--- config.mk ---
export PLATFORM = sky130hd
export DESIGN_NAME = game_link_top
export DESIGN_NICKNAME = d
export VERILOG_FILES = /design/src/verilog/game_pkg.sv /design/src/verilog/link_pkg.sv /design/src/verilog/round_judge.sv /design/src/verilog/game_state_sel.sv /design/src/verilog/sync_fifo.sv /design/src/verilog/uart_tx.sv /design/src/verilog/game_link_top.sv
export VERILOG_INCLUDE_DIRS = /design/src /design/src/verilog
export SDC_FILE = /design/constraint.sdc
export NUM_CORES = 1
export LEC_CHECK = 0
export BUFFER_PORTS_ARGS = -buffer_cell sky130_fd_sc_hd__clkbuf_2
export CAP_MARGIN = 20
export CORE_AREA = 10 10 113 115
export DETAILED_ROUTE_END_ITERATION = 8
export DIE_AREA = 0 0 123 125
export RECOVER_POWER = 25
export SLEW_MARGIN = 5
export SYNTH_ARGS = -nofsm -noshare
export SYNTH_HDL_FRONTEND = slang
export SYNTH_SLANG_ARGS = --single-unit
--- constraint.sdc ---
create_clock -name clk -period 3.1 [get_ports clk]
set_input_delay 0.62 -clock clk [delete_from_list [all_inputs] [get_ports clk]]
set_output_delay 0.62 -clock clk [all_outputs]
set_load 0.03 [all_outputs]
--- src/verilog/game_config.svh ---
// ~~~~~~~~~~~~~~~~~~~~~~~~~~~~~~
// Match length, FIFO depth and UART bit time for the match controller
// Included by the packages and by every module that sizes something from them
// ~~~~~~~~~~~~~~~~~~~~~~~~~~~~~~
`ifndef GAME_CONFIG_SVH
`define GAME_CONFIG_SVH

// Shots in one match, keeper and shooter turns together
`define GAME_ROUNDS_PER_MATCH 6

// Sync byte FIFO holds 2**N entries
`define GAME_FIFO_DEPTH_LOG2 3

// Clock cycles per UART bit
`define GAME_CLKS_PER_BIT 4

`endif

--- src/verilog/game_pkg.sv ---
// ~~~~~~~~~~~~~~~~~~~~~~~~~~~~~~
// Game state, game mode and score types
// Referenced with scoped names only
// ~~~~~~~~~~~~~~~~~~~~~~~~~~~~~~
`include "game_config.svh"

package game_pkg;

    typedef enum logic [2:0] {
        START   = 3'd0,
        KEEPER  = 3'd1,
        SHOOTER = 3'd2,
        WINNER  = 3'd3,
        LOSER   = 3'd4
    } g_state;

    typedef enum logic {
        MULTI = 1'b0,
        SOLO  = 1'b1
    } g_mode;

    // Holds scores and the round count up to a full match
    typedef logic [$clog2(`GAME_ROUNDS_PER_MATCH + 1) - 1:0] score_t;

endpackage

--- src/verilog/link_pkg.sv ---
// ~~~~~~~~~~~~~~~~~~~~~~~~~~~~~~
// Types of the sync link: bytes, FIFO fill level, UART states
// ~~~~~~~~~~~~~~~~~~~~~~~~~~~~~~
`include "game_config.svh"

package link_pkg;

    // {left_clicked, game_starts, state[2:0], mode, 2'b00}
    typedef logic [7:0] sync_byte_t;

    // One bit wider than the pointers so a full FIFO is representable
    typedef logic [`GAME_FIFO_DEPTH_LOG2:0] fifo_count_t;

    typedef enum logic [1:0] {
        IDLE      = 2'd0,
        START_BIT = 2'd1,
        DATA      = 2'd2,
        STOP_BIT  = 2'd3
    } tx_state_t;

endpackage

--- src/verilog/round_judge.sv ---
// ~~~~~~~~~~~~~~~~~~~~~~~~~~~~~~
// Scores each shot and signals end of turn and end of match
// ~~~~~~~~~~~~~~~~~~~~~~~~~~~~~~
`timescale 1ns/100ps
`include "game_config.svh"

module round_judge (
    input  logic             clk,
    input  logic             rst,
    input  logic             shot_done,
    input  logic             shot_goal,
    input  game_pkg::g_state game_state,
    output logic             end_gk,
    output logic             end_sh,
    output logic             match_end,
    output logic             match_result
);

    game_pkg::score_t player_score;
    game_pkg::score_t enemy_score;
    game_pkg::score_t round_cnt;
    game_pkg::score_t round_nxt;
    logic             in_keeper;
    logic             in_shooter;

    assign in_keeper  = (game_state == game_pkg::KEEPER);
    assign in_shooter = (game_state == game_pkg::SHOOTER);
    assign round_nxt  = round_cnt + game_pkg::score_t'(1);

    // Tie goes to the opponent
    assign match_result = (player_score > enemy_score);

    always_ff @(posedge clk) begin
        if (rst) begin
            player_score <= '0;
            enemy_score  <= '0;
            round_cnt    <= '0;
            end_gk       <= 1'b0;
            end_sh       <= 1'b0;
            match_end    <= 1'b0;
        end else begin
            end_gk    <= 1'b0;
            end_sh    <= 1'b0;
            match_end <= 1'b0;
            if (game_state == game_pkg::START) begin
                player_score <= '0;
                enemy_score  <= '0;
                round_cnt    <= '0;
            end else if (shot_done && (in_keeper || in_shooter)) begin
                if (shot_goal && in_keeper)
                    enemy_score <= enemy_score + game_pkg::score_t'(1);
                if (shot_goal && in_shooter)
                    player_score <= player_score + game_pkg::score_t'(1);
                round_cnt <= round_nxt;
                if (round_nxt == game_pkg::score_t'(`GAME_ROUNDS_PER_MATCH))
                    match_end <= 1'b1;
                else if (in_keeper)
                    end_gk <= 1'b1;
                else
                    end_sh <= 1'b1;
            end
        end
    end

endmodule

--- src/verilog/game_state_sel.sv ---
// ~~~~~~~~~~~~~~~~~~~~~~~~~~~~~~
// Game mode and state FSM, pushes a sync byte on every state change
// ~~~~~~~~~~~~~~~~~~~~~~~~~~~~~~
`timescale 1ns/100ps

module game_state_sel (
    input  logic                 clk,
    input  logic                 rst,
    input  logic                 left_clicked,
    input  logic                 right_clicked,
    input  logic                 solo_enable,
    input  logic                 connect_corrected,
    input  logic                 enemy_shooter,
    input  logic                 game_starts,
    input  logic                 end_gk,
    input  logic                 end_sh,
    input  logic                 match_end,
    input  logic                 match_result,
    output game_pkg::g_state     game_state,
    output game_pkg::g_mode      game_mode,
    output logic                 push,
    output link_pkg::sync_byte_t push_data
);

    game_pkg::g_state game_state_nxt;
    game_pkg::g_mode  game_mode_nxt;

    always_ff @(posedge clk) begin
        if (rst) begin
            game_state <= game_pkg::START;
            game_mode  <= game_pkg::MULTI;
        end else begin
            game_state <= game_state_nxt;
            game_mode  <= game_mode_nxt;
        end
    end

    // Mode is locked once a match is under way
    always_comb begin
        if (game_state == game_pkg::START) begin
            if (solo_enable)
                game_mode_nxt = game_pkg::SOLO;
            else
                game_mode_nxt = game_pkg::MULTI;
        end else begin
            game_mode_nxt = game_mode;
        end
    end

    always_comb begin
        game_state_nxt = game_state;
        case (game_state)
            game_pkg::START: begin
                if (game_mode == game_pkg::SOLO) begin
                    if (left_clicked)
                        game_state_nxt = game_pkg::KEEPER;
                end else if (game_starts) begin
                    if (enemy_shooter)
                        game_state_nxt = game_pkg::SHOOTER;
                    else
                        game_state_nxt = game_pkg::KEEPER;
                end
            end
            game_pkg::KEEPER: begin
                if (match_end) begin
                    if (match_result)
                        game_state_nxt = game_pkg::WINNER;
                    else
                        game_state_nxt = game_pkg::LOSER;
                end else if (end_gk) begin
                    game_state_nxt = game_pkg::SHOOTER;
                end
            end
            game_pkg::SHOOTER: begin
                if (match_end) begin
                    if (match_result)
                        game_state_nxt = game_pkg::WINNER;
                    else
                        game_state_nxt = game_pkg::LOSER;
                end else if (end_sh) begin
                    game_state_nxt = game_pkg::KEEPER;
                end
            end
            game_pkg::WINNER, game_pkg::LOSER: begin
                if (right_clicked)
                    game_state_nxt = game_pkg::START;
            end
            default: begin
                game_state_nxt = game_pkg::START;
            end
        endcase

        // Lost link aborts a multiplayer match
        if (game_mode == game_pkg::MULTI && !connect_corrected)
            game_state_nxt = game_pkg::START;
    end

    // Byte goes into the FIFO on the same edge that updates the state
    assign push      = (game_state_nxt != game_state);
    assign push_data = {left_clicked, game_starts, game_state_nxt, game_mode_nxt, 2'b00};

endmodule

--- src/verilog/sync_fifo.sv ---
// ~~~~~~~~~~~~~~~~~~~~~~~~~~~~~~
// Show-ahead FIFO for sync bytes, drops writes when full
// ~~~~~~~~~~~~~~~~~~~~~~~~~~~~~~
`timescale 1ns/100ps
`include "game_config.svh"

module sync_fifo (
    input  logic                 clk,
    input  logic                 rst,
    input  logic                 push,
    input  link_pkg::sync_byte_t push_data,
    output logic                 pop_valid,
    output link_pkg::sync_byte_t pop_data,
    input  logic                 pop_ready,
    output logic                 overflow
);

    localparam int DEPTH = 1 << `GAME_FIFO_DEPTH_LOG2;

    link_pkg::sync_byte_t              mem [DEPTH];
    logic [`GAME_FIFO_DEPTH_LOG2-1:0]  wr_ptr;
    logic [`GAME_FIFO_DEPTH_LOG2-1:0]  rd_ptr;
    link_pkg::fifo_count_t             count;
    logic                              full;
    logic                              wr_en;
    logic                              rd_en;

    assign full      = (count == link_pkg::fifo_count_t'(DEPTH));
    assign wr_en     = push && !full;
    assign rd_en     = pop_valid && pop_ready;
    assign pop_valid = (count != '0);
    assign pop_data  = mem[rd_ptr];

    always_ff @(posedge clk) begin
        if (wr_en)
            mem[wr_ptr] <= push_data;
    end

    always_ff @(posedge clk) begin
        if (rst) begin
            wr_ptr   <= '0;
            rd_ptr   <= '0;
            count    <= '0;
            overflow <= 1'b0;
        end else begin
            if (wr_en)
                wr_ptr <= wr_ptr + 1'b1;
            if (rd_en)
                rd_ptr <= rd_ptr + 1'b1;
            if (wr_en && !rd_en)
                count <= count + 1'b1;
            else if (rd_en && !wr_en)
                count <= count - 1'b1;
            // Sticky until reset
            if (push && full)
                overflow <= 1'b1;
        end
    end

endmodule

--- src/verilog/uart_tx.sv ---
// ~~~~~~~~~~~~~~~~~~~~~~~~~~~~~~
// 8N1 UART transmitter, pulls bytes through a valid/ready handshake
// ~~~~~~~~~~~~~~~~~~~~~~~~~~~~~~
`timescale 1ns/100ps
`include "game_config.svh"

module uart_tx (
    input  logic                 clk,
    input  logic                 rst,
    input  logic                 pop_valid,
    input  link_pkg::sync_byte_t pop_data,
    output logic                 pop_ready,
    output logic                 tx
);

    localparam int CNT_W = $clog2(`GAME_CLKS_PER_BIT + 1);

    link_pkg::tx_state_t  state;
    logic [CNT_W-1:0]     bit_cnt;
    logic [2:0]           bit_idx;
    link_pkg::sync_byte_t shift_reg;
    logic                 bit_end;

    assign pop_ready = (state == link_pkg::IDLE);
    assign bit_end   = (bit_cnt == CNT_W'(`GAME_CLKS_PER_BIT - 1));

    always_ff @(posedge clk) begin
        if (rst) begin
            state   <= link_pkg::IDLE;
            bit_cnt <= '0;
            bit_idx <= '0;
        end else begin
            if (state == link_pkg::IDLE || bit_end)
                bit_cnt <= '0;
            else
                bit_cnt <= bit_cnt + 1'b1;
            case (state)
                link_pkg::IDLE: begin
                    if (pop_valid)
                        state <= link_pkg::START_BIT;
                end
                link_pkg::START_BIT: begin
                    if (bit_end) begin
                        state   <= link_pkg::DATA;
                        bit_idx <= '0;
                    end
                end
                link_pkg::DATA: begin
                    if (bit_end) begin
                        bit_idx <= bit_idx + 3'd1;
                        if (bit_idx == 3'd7)
                            state <= link_pkg::STOP_BIT;
                    end
                end
                link_pkg::STOP_BIT: begin
                    if (bit_end)
                        state <= link_pkg::IDLE;
                end
                default: state <= link_pkg::IDLE;
            endcase
        end
    end

    // LSB first, shifted out at the end of each data bit
    always_ff @(posedge clk) begin
        if (pop_valid && pop_ready)
            shift_reg <= pop_data;
        else if (state == link_pkg::DATA && bit_end)
            shift_reg <= shift_reg >> 1;
    end

    always_comb begin
        case (state)
            link_pkg::START_BIT: tx = 1'b0;
            link_pkg::DATA:      tx = shift_reg[0];
            default:             tx = 1'b1;
        endcase
    end

endmodule

--- src/verilog/game_link_top.sv ---
// ~~~~~~~~~~~~~~~~~~~~~~~~~~~~~~
// Match controller top: judge, state FSM, sync FIFO and UART transmitter
// ~~~~~~~~~~~~~~~~~~~~~~~~~~~~~~
`timescale 1ns/100ps

module game_link_top (
    input  logic             clk,
    input  logic             rst,
    input  logic             left_clicked,
    input  logic             right_clicked,
    input  logic             game_starts,
    input  logic             shot_done,
    input  logic             shot_goal,
    input  logic             solo_enable,
    input  logic             connect_corrected,
    input  logic             enemy_shooter,
    output game_pkg::g_state game_state,
    output game_pkg::g_mode  game_mode,
    output logic             tx,
    output logic             link_overflow
);

    logic                 end_gk;
    logic                 end_sh;
    logic                 match_end;
    logic                 match_result;
    logic                 push;
    link_pkg::sync_byte_t push_data;
    logic                 pop_valid;
    link_pkg::sync_byte_t pop_data;
    logic                 pop_ready;

    round_judge i_round_judge (
        .clk          (clk),
        .rst          (rst),
        .shot_done    (shot_done),
        .shot_goal    (shot_goal),
        .game_state   (game_state),
        .end_gk       (end_gk),
        .end_sh       (end_sh),
        .match_end    (match_end),
        .match_result (match_result)
    );

    game_state_sel i_game_state_sel (
        .clk               (clk),
        .rst               (rst),
        .left_clicked      (left_clicked),
        .right_clicked     (right_clicked),
        .solo_enable       (solo_enable),
        .connect_corrected (connect_corrected),
        .enemy_shooter     (enemy_shooter),
        .game_starts       (game_starts),
        .end_gk            (end_gk),
        .end_sh            (end_sh),
        .match_end         (match_end),
        .match_result      (match_result),
        .game_state        (game_state),
        .game_mode         (game_mode),
        .push              (push),
        .push_data         (push_data)
    );

    sync_fifo i_sync_fifo (
        .clk       (clk),
        .rst       (rst),
        .push      (push),
        .push_data (push_data),
        .pop_valid (pop_valid),
        .pop_data  (pop_data),
        .pop_ready (pop_ready),
        .overflow  (link_overflow)
    );

    uart_tx i_uart_tx (
        .clk       (clk),
        .rst       (rst),
        .pop_valid (pop_valid),
        .pop_data  (pop_data),
        .pop_ready (pop_ready),
        .tx        (tx)
    );

endmodule

==> impl_metrics.tcl, run 1 <==
set metrics [dict create \
    ios 16 \
    synth_ff_type "edfxtp_1" \
    die_y_um 125 \
    final-hold-violation-count 0 \
    async_flop_share_pct 0 \
    grt_util_all_layers_pct 11.2 \
    grt_pass1_vias 2771 \
    yosysMostFrequentCell "edfxtp_1" \
    clock_sinks 94 \
    critical_path.max_fanout 3 \
    hp-class "flop to flop" \
    fin_nets 422 \
    num_rows 38 \
    drcViolationCount 0 \
    die-width_um 123 \
    max_freq_ghz 0.321 \
    root_buffer "clkbuf_8" \
    crit_required_ps 3400 \
    finalCriticalPeriod_ps 3110 \
    cts_tree "yes" \
    cts_made_buffers 9 \
    violations "setup timing" \
    synth-seq-area-share_pct 56.2 \
    syn_area_per_cell_um2 12.6 \
    io_buffers 15 \
    synth_nets 377 \
    max-slew-margin-rel_pct 30.4 \
    dp.cells 518 \
    vias_per_cell 5.15 \
    fin_area_mm2 0.00513 \
    end_kind "flop" \
    insertion_delay_ps 370 \
    gp_congestion 0.788 \
    slew_violations 0 \
    rsz0062_at_grt "true" \
    synth_edf_count 56 \
    pwr-share-comb_pct 30.5 \
    p_switching_w 0.00123 \
    ir_drop_mv 0.348 \
    synth_top_family_by_area "simple AND/OR/NAND/NOR gates" \
    initial_core_util_pct 41.0 \
    antenna_left 0 \
    drv_cap 0 \
    worst_slew_pin_slew_ps 1040 \
    dr.pass1.iters 4 \
    post-route-util_pct 48.4 \
    synth_area_leaders "edfxtp_1, dfxtp_1, mux4_2, ha_1, mux2i_1" \
    dpl.hpwl_mm 5.70 \
    antenna_found_initial 0 \
    yosysTopAreaCellShare_pct 38.7 \
    critPathKind "flop to flop" \
    synthCells 346 \
    setup-violations-final 1 \
    synth.cell_area_mm2 0.00434 \
    power_frac_seq_pct 45.1 \
    clkPwrFrac_pct 24.4 \
    p_leak_nw 1.83 \
    grt_start_max_net_pins 24 \
    coreArea_mm2 0.0106 \
    postPlaceCellArea_mm2 0.00484 \
    diodes 0 \
    yosys.area_share.simple_pct 14.3 \
    worstPathArrival_ps 3410 \
    muxShareOfSynthArea_pct 9.01 \
    cts_buffer_depth 2 \
    synth_compound_area_share_pct 8.78 \
    dieArea_mm2 0.0154 \
    synth_xor_area_share_pct 2.42 \
    grt_pass1_wl_mm 13.6 \
    ys_ff_latch 94 \
    grt.overflow.total 0 \
    post-route-period-util_pct 100 \
    finClkSkew_ps 7.97 \
    wl_per_cell_um 15.3 \
    routed_wl_mm 8.19 \
    synth.distinct_cells 58 \
    largest_reg_flops 48 \
    yosys.area.top_type "edfxtp_1" \
    ys.warnings.count 0 \
    h-tree-depth 3 \
    synth_common_cells "edfxtp_1, dfxtp_1, nor2_1" \
    power_density_mw_per_mm2 742 \
    initialDrtViolationCount 138 \
    drive_gt1_share_pct 27.3 \
    syn2layout_area_growth_pct 18.2 \
    p_sw_share_pct 32.2 \
    num_vias 2762 \
    clk_pin_slew_worst_paths_ps 90 \
    fin_cells 536 \
    p_int_w 0.00258 \
    synth_fa_ha_area_share_pct 6.22 \
    layout_setup_ws_ps -11.1 \
    start_kind "flop" \
    status "finished with violations" \
]
worst max-delay path, stage by stage (launching register included):
cell and delay (ps):
dfxtp_2 330, inv_2 70, ha_4 210, nand3b_1 150, buf_4 130, a21oi_1 70
or4b_1 520, o311a_4 160, nand2_4 70, o21ai_4 60, inv_2 80, ha_4 140
inv_4 40, ha_4 200, a21o_1 160, a21oi_2 140, xnor2_1 80, or3_1 300
a21oi_1 120
layer usage:
layer | track usage, % | wire length (µm) | vias up
met1 | 14.1 | 3910 | 1358
met3 | 3.33 | 220 | 7
met2 | 17.9 | 3980 | 32
met4 | 4.04 | 83 | 0
met5 | 0 | 0 | -
li1 | - | - | 1365
repair_timing:
item                                    in CTS  in global routing
pin swaps                                   12                  6
buffers inserted                             2                  0
hold buffers                                 0                  0
endpoints found under the setup margin       1                  3
gates resized for setup                      4                  7
cloned                                       0                  0
metrics by stage:
step	power (W)	setup WS, ps	hold WS, ps	TNS, ps
floorplan	0.00258	0.0266	407	0
global placement	0.00286	-33.3	418	-33.3
detailed placement	0.00290	-102	427	-102
CTS	0.00385	-74.9	440	-74.9
global route	0.00408	-193	465	-299
finish	0.00381	-11.1	435	-11.1
power by group through the flow:
stage	sequential, W	combinational (W)	clock [W]
2_1_floorplan	0.00166	0.000918	0
3_3_place_gp	0.00175	0.00112	0
3_5_place_dp	0.00175	0.00115	0
4_1_cts	0.00173	0.00117	0.000953
5_1_grt	0.00175	0.00132	0.00101
6_report	0.00172	0.00116	0.000928
cells by family after synthesis:
kind of cell               after synthesis
AOI/OAI and AO/OA                       55
xor gates and xnor gates                12
adders and majority gates               21
buffers and inverters                   30
DFF                                     94
muxes                                   24
and+or+nand+nor                        110
placed cells by master (no fill, tap or decap), types with 3 or more instances in the layout:
cell type / Yosys / routed
edfxtp_1: 56 / 56
dfxtp_1: 38 / 32
buf_4: 0 / 32
nor2_1: 29 / 29
nand2_1: 20 / 20
ha_1: 20 / 16
a21oi_1: 18 / 15
inv_1: 14 / 12
mux4_2: 12 / 12
clkbuf_2: 0 / 12
o21ai_0: 13 / 11
mux2i_1: 11 / 11
nor3_1: 10 / 10
clkbuf_8: 0 / 9
and2_1: 7 / 7
xnor2_1: 7 / 7
dfxtp_2: 0 / 6
nand3_1: 5 / 5
xor2_1: 5 / 5
nor2b_1: 4 / 4
nand4_1: 4 / 4
ha_4: 0 / 4
clkbuf_1: 8 / 4
inv_2: 2 / 3
a211oi_4: 0 / 3
nor3b_1: 3 / 3
o21ai_1: 1 / 3
or3_1: 3 / 3
nor4b_2: 3 / 3
and3_1: 5 / 3
worst paths after layout:
path | end | slack (ps) | cells after the start | startpoint
max | i_sync_fifo.count[3] | -10 | 18 | i_round_judge.enemy_score[2]
min reg2reg | i_uart_tx.bit_cnt[0] | 430 | 1 | i_uart_tx.bit_cnt[0]
min | i_uart_tx.bit_cnt[0] | 430 | 1 | i_uart_tx.bit_cnt[0]
max reg2reg | i_sync_fifo.count[3] | -10 | 18 | i_round_judge.enemy_score[2]
area by class of cell:
class | count | area, µm²
clock buffers | 9 | 124
clock inverters | 7 | 109
fillers | 964 | 5470
inverters | 16 | 62.6
multi-input cells | 222 | 1900
flip-flops and latches | 94 | 2450
well taps | 140 | 175
repair buffers | 48 | 315
No activity file was read; power rests on OpenSTA's default activity.
==> run 2: changes to the inputs <==
Clock period 3.1 ns to 3.3 ns, I/O delays scaled along.
==> run 2 against run 1 <==
  * The flow now finishes without violations
  * Core utilization down 0.78 points
  * Critical path depth shrank 2
  * Register-to-register slack better by 130 ps
  * Non-clock buffer count is 4 lower
  * Wire length about the same
  * Combinational power down 6%
  * Via count shrank 0.11%
  * Worst setup slack better by 130 ps
  * Die area did not move
  * Critical endpoint unchanged
  * Highest routed layer unchanged
==> impl_metrics.tcl, run 2 (synthesis gave the netlist of run 1 again) <==
set metrics [dict create \
    status "completed" \
    initialDrtViolationCount 96 \
    end_kind "flop" \
    dpl.hpwl_mm 5.71 \
    wl_per_cell_um 15.4 \
    wl_met3_um 373 \
    h-tree-depth 3 \
    hold_start "i_uart_tx.bit_cnt[0]" \
    grt_start_max_net_pins 25 \
    worstHoldEndpoint "i_uart_tx.bit_cnt[0]" \
    fin_area_mm2 0.00505 \
    critPathKind "flop to flop" \
    cts_made_buffers 9 \
    power_density_mw_per_mm2 681 \
    setup-violations-final 0 \
    worstPathArrival_ps 3500 \
    diodes 0 \
    rr_worst_depth 16 \
    dr.pass1.iters 4 \
    ir_drop_mv 0.351 \
    fin_hold_ws_ps 449 \
    root_buffer "clkbuf_8" \
    grt_pass1_vias 2731 \
    wl_met1_mm 3.72 \
    grt_util_all_layers_pct 10.9 \
    grt.overflow.total 0 \
    clock_sinks 94 \
    critPathTopFamily "simple AND/OR/NAND/NOR gates" \
    min_delay_path_depth 1 \
    drv_cap 0 \
    n_fill_cell 952 \
    vias_per_cell 5.19 \
    crit_top_cell "ha_4" \
    syn2layout_area_growth_pct 16.3 \
    clk_pin_slew_worst_paths_ps 100 \
    die-width_um 123 \
    ios 16 \
    post-route-period-util_pct 96.5 \
    drcViolationCount 0 \
    slew_violations 0 \
    initial_core_util_pct 41.0 \
    drive_gt1_share_pct 26.3 \
    num_vias 2759 \
    final_cell_mix "edfxtp_1, dfxtp_1, nor2_1" \
    largest_reg_flops 48 \
    dp.cells 513 \
    cp_cell_sequence "ha_4 > a21oi_4 > a21oi_1 > or4b_1 > o311a_4 > nand2_4 > o21ai_4 > inv_2 > ha_4 > inv_4 > ha_4 > a21o_1 > a21oi_2 > xnor2_1 > or3_1 > a21oi_2" \
    antenna_found_initial 0 \
    coreArea_mm2 0.0106 \
    dieArea_mm2 0.0154 \
    p_leak_nw 1.77 \
    start_kind "flop" \
    cts_tree "yes" \
    cpPeakStageDelay_ps 550 \
    num_rows 38 \
    r2r-start "i_round_judge.player_score[2]" \
    postPlaceCellArea_mm2 0.00472 \
    max-slew-margin-rel_pct 46.2 \
    hp-class "flop to flop" \
    fin_nets 418 \
    insertion_delay_ps 380 \
    r2r_end "i_sync_fifo.count[3]" \
    finClkSkew_ps 9.11 \
    io_buffers 15 \
    final_common_cell "edfxtp_1" \
    critical_path.max_fanout 3 \
    cts_buffer_depth 2 \
    max_freq_ghz 0.314 \
    fin_cells 532 \
    routed_wl_mm 8.19 \
    post-route-util_pct 47.7 \
    antenna_left 0 \
    regArea_mm2 0.00245 \
    multi_input_area_mm2 0.00190 \
    finalCriticalPeriod_ps 3180 \
    cp_num_buf_inv 2 \
    final-hold-violation-count 0 \
    grt_pass1_wl_mm 13.2 \
    crit_required_ps 3610 \
    worst_slew_pin_slew_ps 799 \
    met2_length_mm 3.99 \
    gp_congestion 0.821 \
    reg2reg_slack_ps 120 \
    die_y_um 125 \
    critPathSlowestCell "or4b_1" \
    top_layer_used "met4" \
]
-- run 2: cell count changes in the layout (fill, tap and decap cells not counted), sizes merged --
cell      previous run  this run
clkinvlp             0         1
clkinv               1         2
bufinv               2         0
buf                 32        26
clkbuf              25        27
-- run 2: routing by layer --
metal / track usage [%] / vias to the layer above
met2: 17.2 / 41
li1: - / 1362
met4: 3.91 / 0
met5: 0 / -
met1: 13.9 / 1349
met3: 3.38 / 7
-- run 2: worst register-to-register path: cells and delay by family, from the launching register on --
kind	cells	cell delay, ps
xor gates and xnor gates	1	100
adders and majority gates	3	600
and+or+nand+nor	3	990
DFF	1	400
buffers and inverters	2	120
AOI/OAI and AO/OA	7	910
-- run 2: layout make-up --
class                           count  share of cell area [%]
Inverter                           16                    1.24
Multi-Input combinational cell    222                    37.7
Tap cell                          140                    3.47
Clock buffer                        9                    2.45
Sequential cell                    94                    48.4
Timing Repair Buffer               44                    5.50
Clock inverter                      7                    1.26
-- run 2: worst max-delay path by stage --
| stage | from | to | slack, ps | cells after the start |
|---|---|---|---|---|
| after floorplan | i_round_judge.enemy_score[1] | i_sync_fifo.count[3] | 20 | 17 |
| after global placement | i_round_judge.enemy_score[1] | i_sync_fifo.count[3] | 10 | 17 |
| after detailed placement | i_round_judge.enemy_score[1] | i_sync_fifo.count[3] | -40 | 17 |
| after CTS | i_round_judge.enemy_score[2] | i_sync_fifo.count[3] | 10 | 17 |
| after global routing | i_round_judge.enemy_score[2] | i_sync_fifo.count[3] | -30 | 18 |
| final | i_round_judge.player_score[2] | i_sync_fifo.count[3] | 120 | 16 |
-- run 2: per-stage QoR --
stage,setup slack (ps),TNS (ps),power [W]
final,117,0,0.00344
after global routing,-25.5,-25.5,0.00367
after CTS,15.0,0,0.00343
after detailed placement,-41.9,-41.9,0.00268
after global placement,13.3,0,0.00264
after floorplan,15.2,0,0.00238
-- run 2: what timing repair did --
action	in CTS	in global routing
setup buffers	2	1
pin swaps	6	16
endpoints found under the setup margin	1	2
hold buffers	0	0
gates resized for setup	10	20
-- run 2: power by group --
group | internal (W) | switching (W) | total, W
clock network | 0.000292 | 0.000452 | 0.000744
logic | 0.000519 | 0.000570 | 0.00109
registers | 0.00146 | 0.000152 | 0.00161
total | 0.00227 | 0.00117 | 0.00344
